## src/aes_dec_pkg.sv

```systemverilog
/*
 * Shared types, tables and round functions for the AES-128 decryption engine.
 * Byte 0 of a block is its most significant byte, in FIPS-197 column order.
 */
`default_nettype none

package aes_dec_pkg;

	typedef logic [127:0] block_t;
	typedef logic [31:0]  word_t;
	typedef logic [7:0]   byte_t;
	typedef logic [3:0]   round_t;

	localparam round_t NUM_ROUNDS = 4'd10;
	localparam int DEFAULT_FIFO_DEPTH = 4;

	// Entry 0 is the leftmost byte
	localparam logic [0:255][7:0] SBOX = {
		128'h637c777bf26b6fc53001672bfed7ab76,
		128'hca82c97dfa5947f0add4a2af9ca472c0,
		128'hb7fd9326363ff7cc34a5e5f171d83115,
		128'h04c723c31896059a071280e2eb27b275,
		128'h09832c1a1b6e5aa0523bd6b329e32f84,
		128'h53d100ed20fcb15b6acbbe394a4c58cf,
		128'hd0efaafb434d338545f9027f503c9fa8,
		128'h51a3408f929d38f5bcb6da2110fff3d2,
		128'hcd0c13ec5f974417c4a77e3d645d1973,
		128'h60814fdc222a908846eeb814de5e0bdb,
		128'he0323a0a4906245cc2d3ac629195e479,
		128'he7c8376d8dd54ea96c56f4ea657aae08,
		128'hba78252e1ca6b4c6e8dd741f4bbd8b8a,
		128'h703eb5664803f60e613557b986c11d9e,
		128'he1f8981169d98e949b1e87e9ce5528df,
		128'h8ca1890dbfe6426841992d0fb054bb16
	};

	localparam logic [0:255][7:0] INV_SBOX = {
		128'h52096ad53036a538bf40a39e81f3d7fb,
		128'h7ce339829b2fff87348e4344c4dee9cb,
		128'h547b9432a6c2233dee4c950b42fac34e,
		128'h082ea16628d924b2765ba2496d8bd125,
		128'h72f8f66486689816d4a45ccc5d65b692,
		128'h6c704850fdedb9da5e154657a78d9d84,
		128'h90d8ab008cbcd30af7e45805b8b34506,
		128'hd02c1e8fca3f0f02c1afbd0301138a6b,
		128'h3a9111414f67dcea97f2cfcef0b4e673,
		128'h96ac7422e7ad3585e2f937e81c75df6e,
		128'h47f11a711d29c5896fb7620eaa18be1b,
		128'hfc563e4bc6d279209adbc0fe78cd5af4,
		128'h1fdda8338807c731b11210592780ec5f,
		128'h60517fa919b54a0d2de57a9f93c99cef,
		128'ha0e03b4dae2af5b0c8ebbb3c83539961,
		128'h172b047eba77d626e169146355210c7d
	};

	// Multiply by x modulo the AES polynomial
	function automatic byte_t xtime(input byte_t a);
		return {a[6:0], 1'b0} ^ (a[7] ? 8'h1b : 8'h00);
	endfunction

	// Coefficients up to 0x0f are enough for InvMixColumns
	function automatic byte_t gf_mul(input byte_t a, input byte_t b);
		byte_t p;
		byte_t x;
		p = '0;
		x = a;
		for (int i = 0; i < 4; i++)
		begin
			if (b[i])
				p = p ^ x;
			x = xtime(x);
		end
		return p;
	endfunction

	function automatic word_t sub_word(input word_t w);
		return {SBOX[w[31:24]], SBOX[w[23:16]], SBOX[w[15:8]], SBOX[w[7:0]]};
	endfunction

	function automatic block_t inv_sub_bytes(input block_t s);
		block_t r;
		for (int i = 0; i < 16; i++)
			r[8*i +: 8] = INV_SBOX[s[8*i +: 8]];
		return r;
	endfunction

	// Row r moves right by r columns
	function automatic block_t inv_shift_rows(input block_t s);
		block_t r;
		for (int c = 0; c < 4; c++)
		begin
			for (int row = 0; row < 4; row++)
				r[127 - 8*(4*c + row) -: 8] = s[127 - 8*(4*((c + 4 - row) % 4) + row) -: 8];
		end
		return r;
	endfunction

	function automatic block_t inv_mix_columns(input block_t s);
		block_t r;
		byte_t a0, a1, a2, a3;
		for (int c = 0; c < 4; c++)
		begin
			a0 = s[127 - 32*c -: 8];
			a1 = s[119 - 32*c -: 8];
			a2 = s[111 - 32*c -: 8];
			a3 = s[103 - 32*c -: 8];
			r[127 - 32*c -: 8] = gf_mul(a0, 8'h0e) ^ gf_mul(a1, 8'h0b) ^
				gf_mul(a2, 8'h0d) ^ gf_mul(a3, 8'h09);
			r[119 - 32*c -: 8] = gf_mul(a0, 8'h09) ^ gf_mul(a1, 8'h0e) ^
				gf_mul(a2, 8'h0b) ^ gf_mul(a3, 8'h0d);
			r[111 - 32*c -: 8] = gf_mul(a0, 8'h0d) ^ gf_mul(a1, 8'h09) ^
				gf_mul(a2, 8'h0e) ^ gf_mul(a3, 8'h0b);
			r[103 - 32*c -: 8] = gf_mul(a0, 8'h0b) ^ gf_mul(a1, 8'h0d) ^
				gf_mul(a2, 8'h09) ^ gf_mul(a3, 8'h0e);
		end
		return r;
	endfunction

endpackage

`default_nettype wire

```

## src/block_fifo.sv

```systemverilog
/*
 * Ciphertext buffer with credit return, FIFO_DEPTH of 2 or more.
 * No full check here; the sender must respect its credits.
 */
`timescale 1ns/1ps
`default_nettype none

module block_fifo #(
	parameter int FIFO_DEPTH = aes_dec_pkg::DEFAULT_FIFO_DEPTH
) (
	input  logic                CLK,
	input  logic                RESET,
	input  logic                in_valid,
	input  aes_dec_pkg::block_t in_block,
	input  logic                pop,
	output aes_dec_pkg::block_t head_block,
	output logic                fifo_empty,
	output logic                credit
);
	import aes_dec_pkg::*;

	localparam int PTR_W = $clog2(FIFO_DEPTH);
	localparam int CNT_W = $clog2(FIFO_DEPTH + 1);
	localparam logic [PTR_W-1:0] LAST_SLOT = PTR_W'(FIFO_DEPTH - 1);

	block_t           mem [0:FIFO_DEPTH-1];
	logic [PTR_W-1:0] wr_ptr;
	logic [PTR_W-1:0] rd_ptr;
	logic [CNT_W-1:0] count;

	// Depth need not be a power of two
	function automatic logic [PTR_W-1:0] next_ptr(input logic [PTR_W-1:0] ptr);
		return (ptr == LAST_SLOT) ? '0 : ptr + 1'b1;
	endfunction

	assign head_block = mem[rd_ptr];
	assign fifo_empty = (count == '0);

	always_ff @(posedge CLK)
	begin
		if (in_valid)
			mem[wr_ptr] <= in_block;
	end

	always_ff @(posedge CLK)
	begin
		if (RESET)
		begin
			wr_ptr <= '0;
			rd_ptr <= '0;
			count <= '0;
			credit <= 1'b0;
		end
		else
		begin
			if (in_valid)
				wr_ptr <= next_ptr(wr_ptr);
			if (pop)
				rd_ptr <= next_ptr(rd_ptr);
			if (in_valid && !pop)
				count <= count + 1'b1;
			else if (pop && !in_valid)
				count <= count - 1'b1;
			// Slot is free from this cycle on
			credit <= pop;
		end
	end

endmodule

`default_nettype wire

```

## config.mk

```make
export PLATFORM = sky130hd
export DESIGN_NAME = block_fifo
export DESIGN_NICKNAME = d
export VERILOG_FILES = /design/src/aes_dec_pkg.sv /design/src/block_fifo.sv
export SDC_FILE = /design/constraint.sdc
export NUM_CORES = 1
export LEC_CHECK = 0
export ABC_AREA = 1
export BUFFER_PORTS_ARGS = -buffer_cell sky130_fd_sc_hd__buf_2
export CORE_MARGIN = 1
export CORE_UTILIZATION = 62
export DETAILED_ROUTE_END_ITERATION = 12
export GPL_ROUTABILITY_DRIVEN = 0
export MAX_ROUTING_LAYER = met4
export PLACE_DENSITY = 0.89
export SLEW_MARGIN = 20
export SYNTH_ARGS = -nofsm -noshare
export SYNTH_HDL_FRONTEND = slang
export SYNTH_SLANG_ARGS = --single-unit
```

## constraint.sdc

```tcl
create_clock -name CLK -period 5.8 [get_ports CLK]
set_clock_uncertainty 0.05 [all_clocks]
set_input_delay 0.87 -clock CLK [delete_from_list [all_inputs] [get_ports CLK]]
set_output_delay 0.87 -clock CLK [all_outputs]
set_load 0.05 [all_outputs]
```

After elaboration in Yosys (flattened, before gate mapping)
Memories as Yosys holds them, arrays and structs flattened. A register that Yosys moved wholly into a read port is not among the register bits. Cells that the tools add are included.

Mux-type cells: 8. Reductions and logical operators: 6. Add/sub/neg operators: 4. Equality and inequality tests: 2.

Operators with widths (number): $mux W2 (4); $mux W3 (2); $add A2 B1 Y2 const B (2); $eq A2 B2 Y1 const B (2); $add A3 B1 Y3 const B (1); $logic_not A3 Y1 (1); $sub A3 B1 Y3 const B (1); $logic_and A1 B1 Y1 (2); $logic_not A1 Y1 (2); $mux W1 (2); $reduce_bool A2 Y1 (1).

Logic and storage cells: 25. Register bits after elaboration: 8. Output and inout bits: 130. Input port bits: 132. Memories kept: 1. Bits in writable memories: 512.

Memory list: mem (depth 4, bits a word 128, read ports 1, clocked after memory_dff 1, wr ports 1, line block_fifo.sv:26) `block_t mem [0:FIFO_DEPTH-1];`.

Logic depth before layout (Yosys ltp)
Gate-level depths: netlist of run 1.

Depth in word-level cells: 4. Mapped depth: 10. Mapped depth without buffers: 10.

Worst setup path before layout of run 1
No wires, ideal clock.

Path type: input -> register. Start point: in in_valid. End point: mem mem[3][0] (netlist name) (enable). Path buffers: 0. Slack: 1.896 ns. Data arrival time: 3.373 ns. Stages: 2. Setup time: 0.481 ns. Data required time: 5.269 ns. Path through: nand2_1 -> inv_1.

Longest elaborated chain between the ends: 2.

Ends and longest elaborated chain: start, declared (line block_fifo.sv:13) `input logic in_valid,`; $mux W1 (line block_fifo.sv:41) `if (in_valid)`; $mux W1 (implied by the code) (line block_fifo.sv:42) `mem[wr_ptr] <= in_block;`; end, declared (line block_fifo.sv:26).

No other way between the ends.

==> impl_metrics.json, run 1 <==
{
  "status": "completed",
  "cts_buffers": 50,
  "tightest_slew_ps": 1110,
  "hold_viol_final": 0,
  "synth_area_mm2": 0.0198,
  "min_period_ps": 4310,
  "cts_tree": "done",
  "hpwl_um": 22800,
  "holdBufCountCts": 0,
  "drive_gt1_frac": 0.275,
  "overflow": 0,
  "fmax_mhz": 232,
  "core_mm2": 0.0315,
  "synth_cell_types": 24,
  "post_cts_resized": 0,
  "syn-num-nets": 1437,
  "timing.setup.critical_path_class": "reg -> out",
  "cap_violations": 0,
  "yosys.area.top_type": "edfxtp_1",
  "setup_tns_ps": 0,
  "rsz0062_at_grt": "no",
  "yosysTopAreaCellShare": 0.775,
  "drt-pass1-iter-count": 5,
  "min_to": "mem[3][33]$_DFFE_PP_",
  "final_cell_mix": "edfxtp_1, buf_2, nor2_1",
  "initial_core_util": 0.630,
  "hp-start": "in_block[33]",
  "die_w_um": 181,
  "hp-class": "in -> reg",
  "place.port_buffers": 261,
  "critPathLaunchType": "register",
  "synth_seq_cells": 522,
  "avgSynthCellArea_um2": 15.3,
  "synthCells": 1298,
  "critPathMaxFanout": 167,
  "powerDensity_mw_per_mm2": 384,
  "route.vias.total": 12000,
  "ir_drop_v": 0.000294,
  "finalCritPeriodShare": 0.744,
  "cp.required_ps": 4880,
  "drv_slew": 0,
  "clkTransAtPathRegs_ps": 60,
  "row_count": 65,
  "multi_input_area_mm2": 0.00362,
  "r2r_cells": 5,
  "htree_levels": 2,
  "power_leakage_uw": 0.00798,
  "yosys_warnings": 0,
  "die_y_um": 181,
  "regToRegSetupSlack_ps": 3250,
  "timing.rr.end": "mem[2][43]$_DFFE_PP_",
  "synth-seq-area-share": 0.785,
  "clockRootBuffer": "clkbuf_16",
  "maxSlewHeadroom": 0.262,
  "place_inst": 1890,
  "critical_path_arrival_ps": 3390,
  "fillers": 1858,
  "io_pins": 262,
  "drtAntennaViolNets": 0,
  "min_path_cells": 1,
  "clock_path_buffers": 3,
  "fin_nets": 1679,
  "die-area_mm2": 0.0327,
  "avgViaCountPerCell": 6.00,
  "final_common_cell": "edfxtp_1",
  "grt_antenna_before_repair": 11,
  "fin_cells": 1994,
  "post_cts_buffers": 0,
  "drtIter0Drc": 1136,
  "r2r_start": "wr_ptr[0]$_SDFFE_PP0P_",
  "drc": 0,
  "cp-end-kind": "primary output",
  "grt_pass1_vias": 12100,
  "clock_latency_ps": 550,
  "grt_max_degree": 171,
  "wirelength_um": 41900,
  "clock_sink_count": 522,
  "track_usage": 0.262,
  "ys_top_cells_by_area": "edfxtp_1, nor2_1, o21ai_0, o21ai_1, o22ai_1",
  "syn_to_final_growth_pct": 15.2,
  "detail_route.wl_per_cell_um": 21.0,
  "setup_violations": 0,
  "grt_pass1_wl_um": 63800,
  "ff_latch_area_mm2": 0.0156
}
-- layer usage --
layer  GRT usage  vias up  part of all wire
met4      0.0974        0             0.028
met2       0.427      573              0.50
li1            -     5427                 -
met5           -        -                 0
met3      0.0633      100             0.088
met1       0.320     5871              0.38
-- power by group --
part	internal, uW	switching [uW]
clock	1840	1330
sequential	4310	61.6
combinational	272	954
-- cell usage after synthesis, drive strengths merged --
cell and count:
edfxtp 512, nor2 265, o21ai 259, o22ai 128, buf 47, clkbuf 37, inv 16, dfxtp 10
nand2 8, ha 6, a21oi 3, nor3 3, fa 1, nand3 1, nand4 1, xor2 1
-- state kept, by name, summed over array words and instances (netlist names), named ones only --
register and cells:
mem 512, rd_ptr 2, credit 1, wr_ptr 2
count 3
-- through the flow --
stage	power [uW]	utilization	cell area, um^2	hold slack (ps)	setup WS (ps)
after floorplan	5360	-	19800	440	1900
after global placement	5630	0.674	21200	461	2260
after detailed placement	5670	0.674	21200	474	2150
after CTS	8790	0.725	22800	452	1560
after global routing	9020	0.726	22800	453	1350
final	8770	0.726	22800	476	1490
-- worst max-delay path by stage --
stage	to	slack [ps]	cells after the start	start
6_report	head_block[87]	1490	5	register
5_1_grt	head_block[123]	1350	5	register
4_1_cts	head_block[87]	1560	5	register
3_5_place_dp	head_block[87]	2150	5	register
3_3_place_gp	head_block[112]	2260	5	register
2_1_floorplan	mem[3][0]$_DFFE_PP_	1900	2	in_valid
-- layout make-up --
class / instances / share of cell area
clock inverter: 31 / 0.0125
antenna: 12 / 0.00131
inverter: 16 / 0.00394
tap: 402 / 0.0220
timing repair buffer: 274 / 0.0620
sequential: 522 / 0.682
multi-input combinational: 676 / 0.158
clock buffer: 61 / 0.0575
-- logic make-up after synthesis --
kind of cell	count (synthesis)	share of synthesized area
AOI/OAI and AO/OA	390	0.119
xor gates and xnor gates	1	0.000442
adders and majority gates	7	0.00479
buffers and inverters	100	0.0323
DFF	522	0.785
and+or+nand+nor	278	0.0580
-- worst max-delay path, cell delays in order (launching register included) --
cell	delay [ps]
dfxtp_4	600
inv_8	800
buf_4	560
nor2_1	140
o22ai_2	240
buf_2	300
(Power assumes the default switching activity.)
==> run 2, diff against run 1 <==
--- a/config.mk
+++ b/config.mk
@@ -8,11 +8,11 @@
 export ABC_AREA = 1
 export BUFFER_PORTS_ARGS = -buffer_cell sky130_fd_sc_hd__buf_2
 export CORE_MARGIN = 1
-export CORE_UTILIZATION = 62
+export CORE_UTILIZATION = 57
 export DETAILED_ROUTE_END_ITERATION = 12
 export GPL_ROUTABILITY_DRIVEN = 0
 export MAX_ROUTING_LAYER = met4
-export PLACE_DENSITY = 0.89
+export PLACE_DENSITY = 0.83
 export SLEW_MARGIN = 20
 export SYNTH_ARGS = -nofsm -noshare
 export SYNTH_HDL_FRONTEND = slang
==> constraint.sdc (replaced) <==
create_clock -name CLK -period 4.12 [get_ports CLK]
set_clock_uncertainty 0.05 [all_clocks]
set_input_delay 0.618 -clock CLK [delete_from_list [all_inputs] [get_ports CLK]]
set_output_delay 0.618 -clock CLK [all_outputs]
set_load 0.05 [all_outputs]
==> run 2 against run 1 <==
Compared with the run above: combinational power is 41% higher; register-to-register slack worse by 1300 ps; worst hold slack worse by 250 ps; setup slack worse by 980 ps; largest cell class unchanged; largest power group unchanged.
==> impl_metrics.json, run 2 (synthesized netlist as in run 1, its figures left out) <==
{
  "finalCritPeriodShare": 0.877,
  "initial_core_util": 0.586,
  "final_cell_mix": "edfxtp_1, buf_2, nor2_1",
  "cp-end-kind": "primary output",
  "hp-class": "in -> reg",
  "ff_latch_area_mm2": 0.0156,
  "postLayoutCoreUtil": 0.680,
  "setup_slack_ps": 507,
  "power_leakage_uw": 0.00804,
  "timing.setup.critical_path_class": "reg -> out",
  "route.vias.total": 11800,
  "grt_antenna_before_repair": 10,
  "core_mm2": 0.0339,
  "setup_tns_ps": 0,
  "cap_violations": 0,
  "fillers": 2168,
  "track_usage": 0.240,
  "place_inst": 1940,
  "hpwl_um": 23800,
  "largest_register_ffs": 512,
  "drc": 0,
  "critPathMaxFanout": 96,
  "cts_buffers": 50,
  "wirelength_um": 42000,
  "min_period_ps": 3610,
  "powerDensity_mw_per_mm2": 542,
  "drv_slew": 0,
  "post_cts_buffers": 0,
  "grt_max_degree": 151,
  "post_cts_resized": 0,
  "clock_latency_ps": 560,
  "htree_levels": 2,
  "tightest_slew_ps": 836,
  "hold_viol_final": 0,
  "syn_to_final_growth_pct": 16.2,
  "critPathLaunchType": "register",
  "holdBufCountCts": 0,
  "fmax_mhz": 277,
  "avgViaCountPerCell": 5.77,
  "maxSlewHeadroom": 0.443,
  "die_w_um": 189,
  "drt-pass1-iter-count": 5,
  "row_count": 67,
  "overflow": 0,
  "rsz0062_at_grt": "no",
  "reg_top3": "mem: 512 flops, count: 3 flops",
  "final_common_cell": "edfxtp_1",
  "pre_cts_ws_ps": 1140,
  "die-area_mm2": 0.0355,
  "status": "completed",
  "grt_pass1_wl_um": 63700,
  "clockRootBuffer": "clkbuf_16",
  "die_y_um": 189,
  "ir_drop_v": 0.000418,
  "cp.required_ps": 3450,
  "detail_route.wl_per_cell_um": 20.5,
  "clock_path_buffers": 3,
  "top_register": "mem",
  "fin_cells": 2043,
  "multi_input_area_mm2": 0.00362,
  "drtAntennaViolNets": 0,
  "place.port_buffers": 261,
  "grt_pass1_vias": 11800,
  "drive_gt1_frac": 0.275,
  "clkTransAtPathRegs_ps": 60,
  "clock_sink_count": 522,
  "setup_violations": 0,
  "cts_tree": "done",
  "io_pins": 262,
  "fin_nets": 1683,
  "critical_path_arrival_ps": 2940,
  "drtIter0Drc": 1056
}
run 2: cell types whose count changed in the layout (fill, tap and decap cells not counted), sizes merged:
cell,before,now
clkbuf,61,65
bufinv,5,7
buf,274,278
clkinv,23,15
inv,18,19
run 2: cell type report:
cell class	instances	share of cell area
inverters	16	0.00391
well taps	448	0.0243
clock inverters	26	0.0134
multi-input cells	676	0.157
diodes	12	0.00130
flip-flops and latches	522	0.676
repair buffers	278	0.0655
clock buffers	65	0.0585
run 2: per-layer routing:
| metal | routed length (um) | global-route usage | part of all wire |
|---|---|---|---|
| met5 | 0 | - | 0 |
| met4 | 949 | 0.0751 | 0.023 |
| met2 | 20800 | 0.390 | 0.50 |
| met1 | 16500 | 0.292 | 0.39 |
| met3 | 3680 | 0.0702 | 0.088 |
run 2: critical path: stages (launching register included):
cell     delay, ps
dfxtp_4        510
inv_8          510
buf_4          520
o21ai_1        100
o22ai_1        330
buf_2          340
run 2: worst paths after layout:
check / end / startpoint / slack [ps] / depth (start not counted)
setup / recovery: head_block[56] / register / 510 / 5
hold / removal: mem[3][21]$_DFFE_PP_ / in_block[21] / 220 / 1
setup reg to reg: mem[0][93]$_DFFE_PP_ / wr_ptr[0]$_SDFFE_PP0P_ / 1970 / 5
hold reg to reg: count[1]$_SDFFE_PP0P_ / count[1]$_SDFFE_PP0P_ / 490 / 2
run 2: per-stage QoR:
| stage | instance area, um^2 | total power, uW | hold WS (ps) |
|---|---|---|---|
| after floorplan | 19800 | 7540 | 440 |
| after global placement | 21400 | 7950 | 462 |
| after detailed placement | 21400 | 8000 | 479 |
| after CTS | 23000 | 12600 | 193 |
| after global routing | 23000 | 12900 | 197 |
| final | 23000 | 12500 | 221 |
run 2: power by group:
group / leakage, uW / internal, uW / switching [uW] / total, uW
clock: 0.000807 / 2740 / 1860 / 4600
sequential: 0.00479 / 6070 / 87.4 / 6160
combinational: 0.00244 / 392 / 1340 / 1740
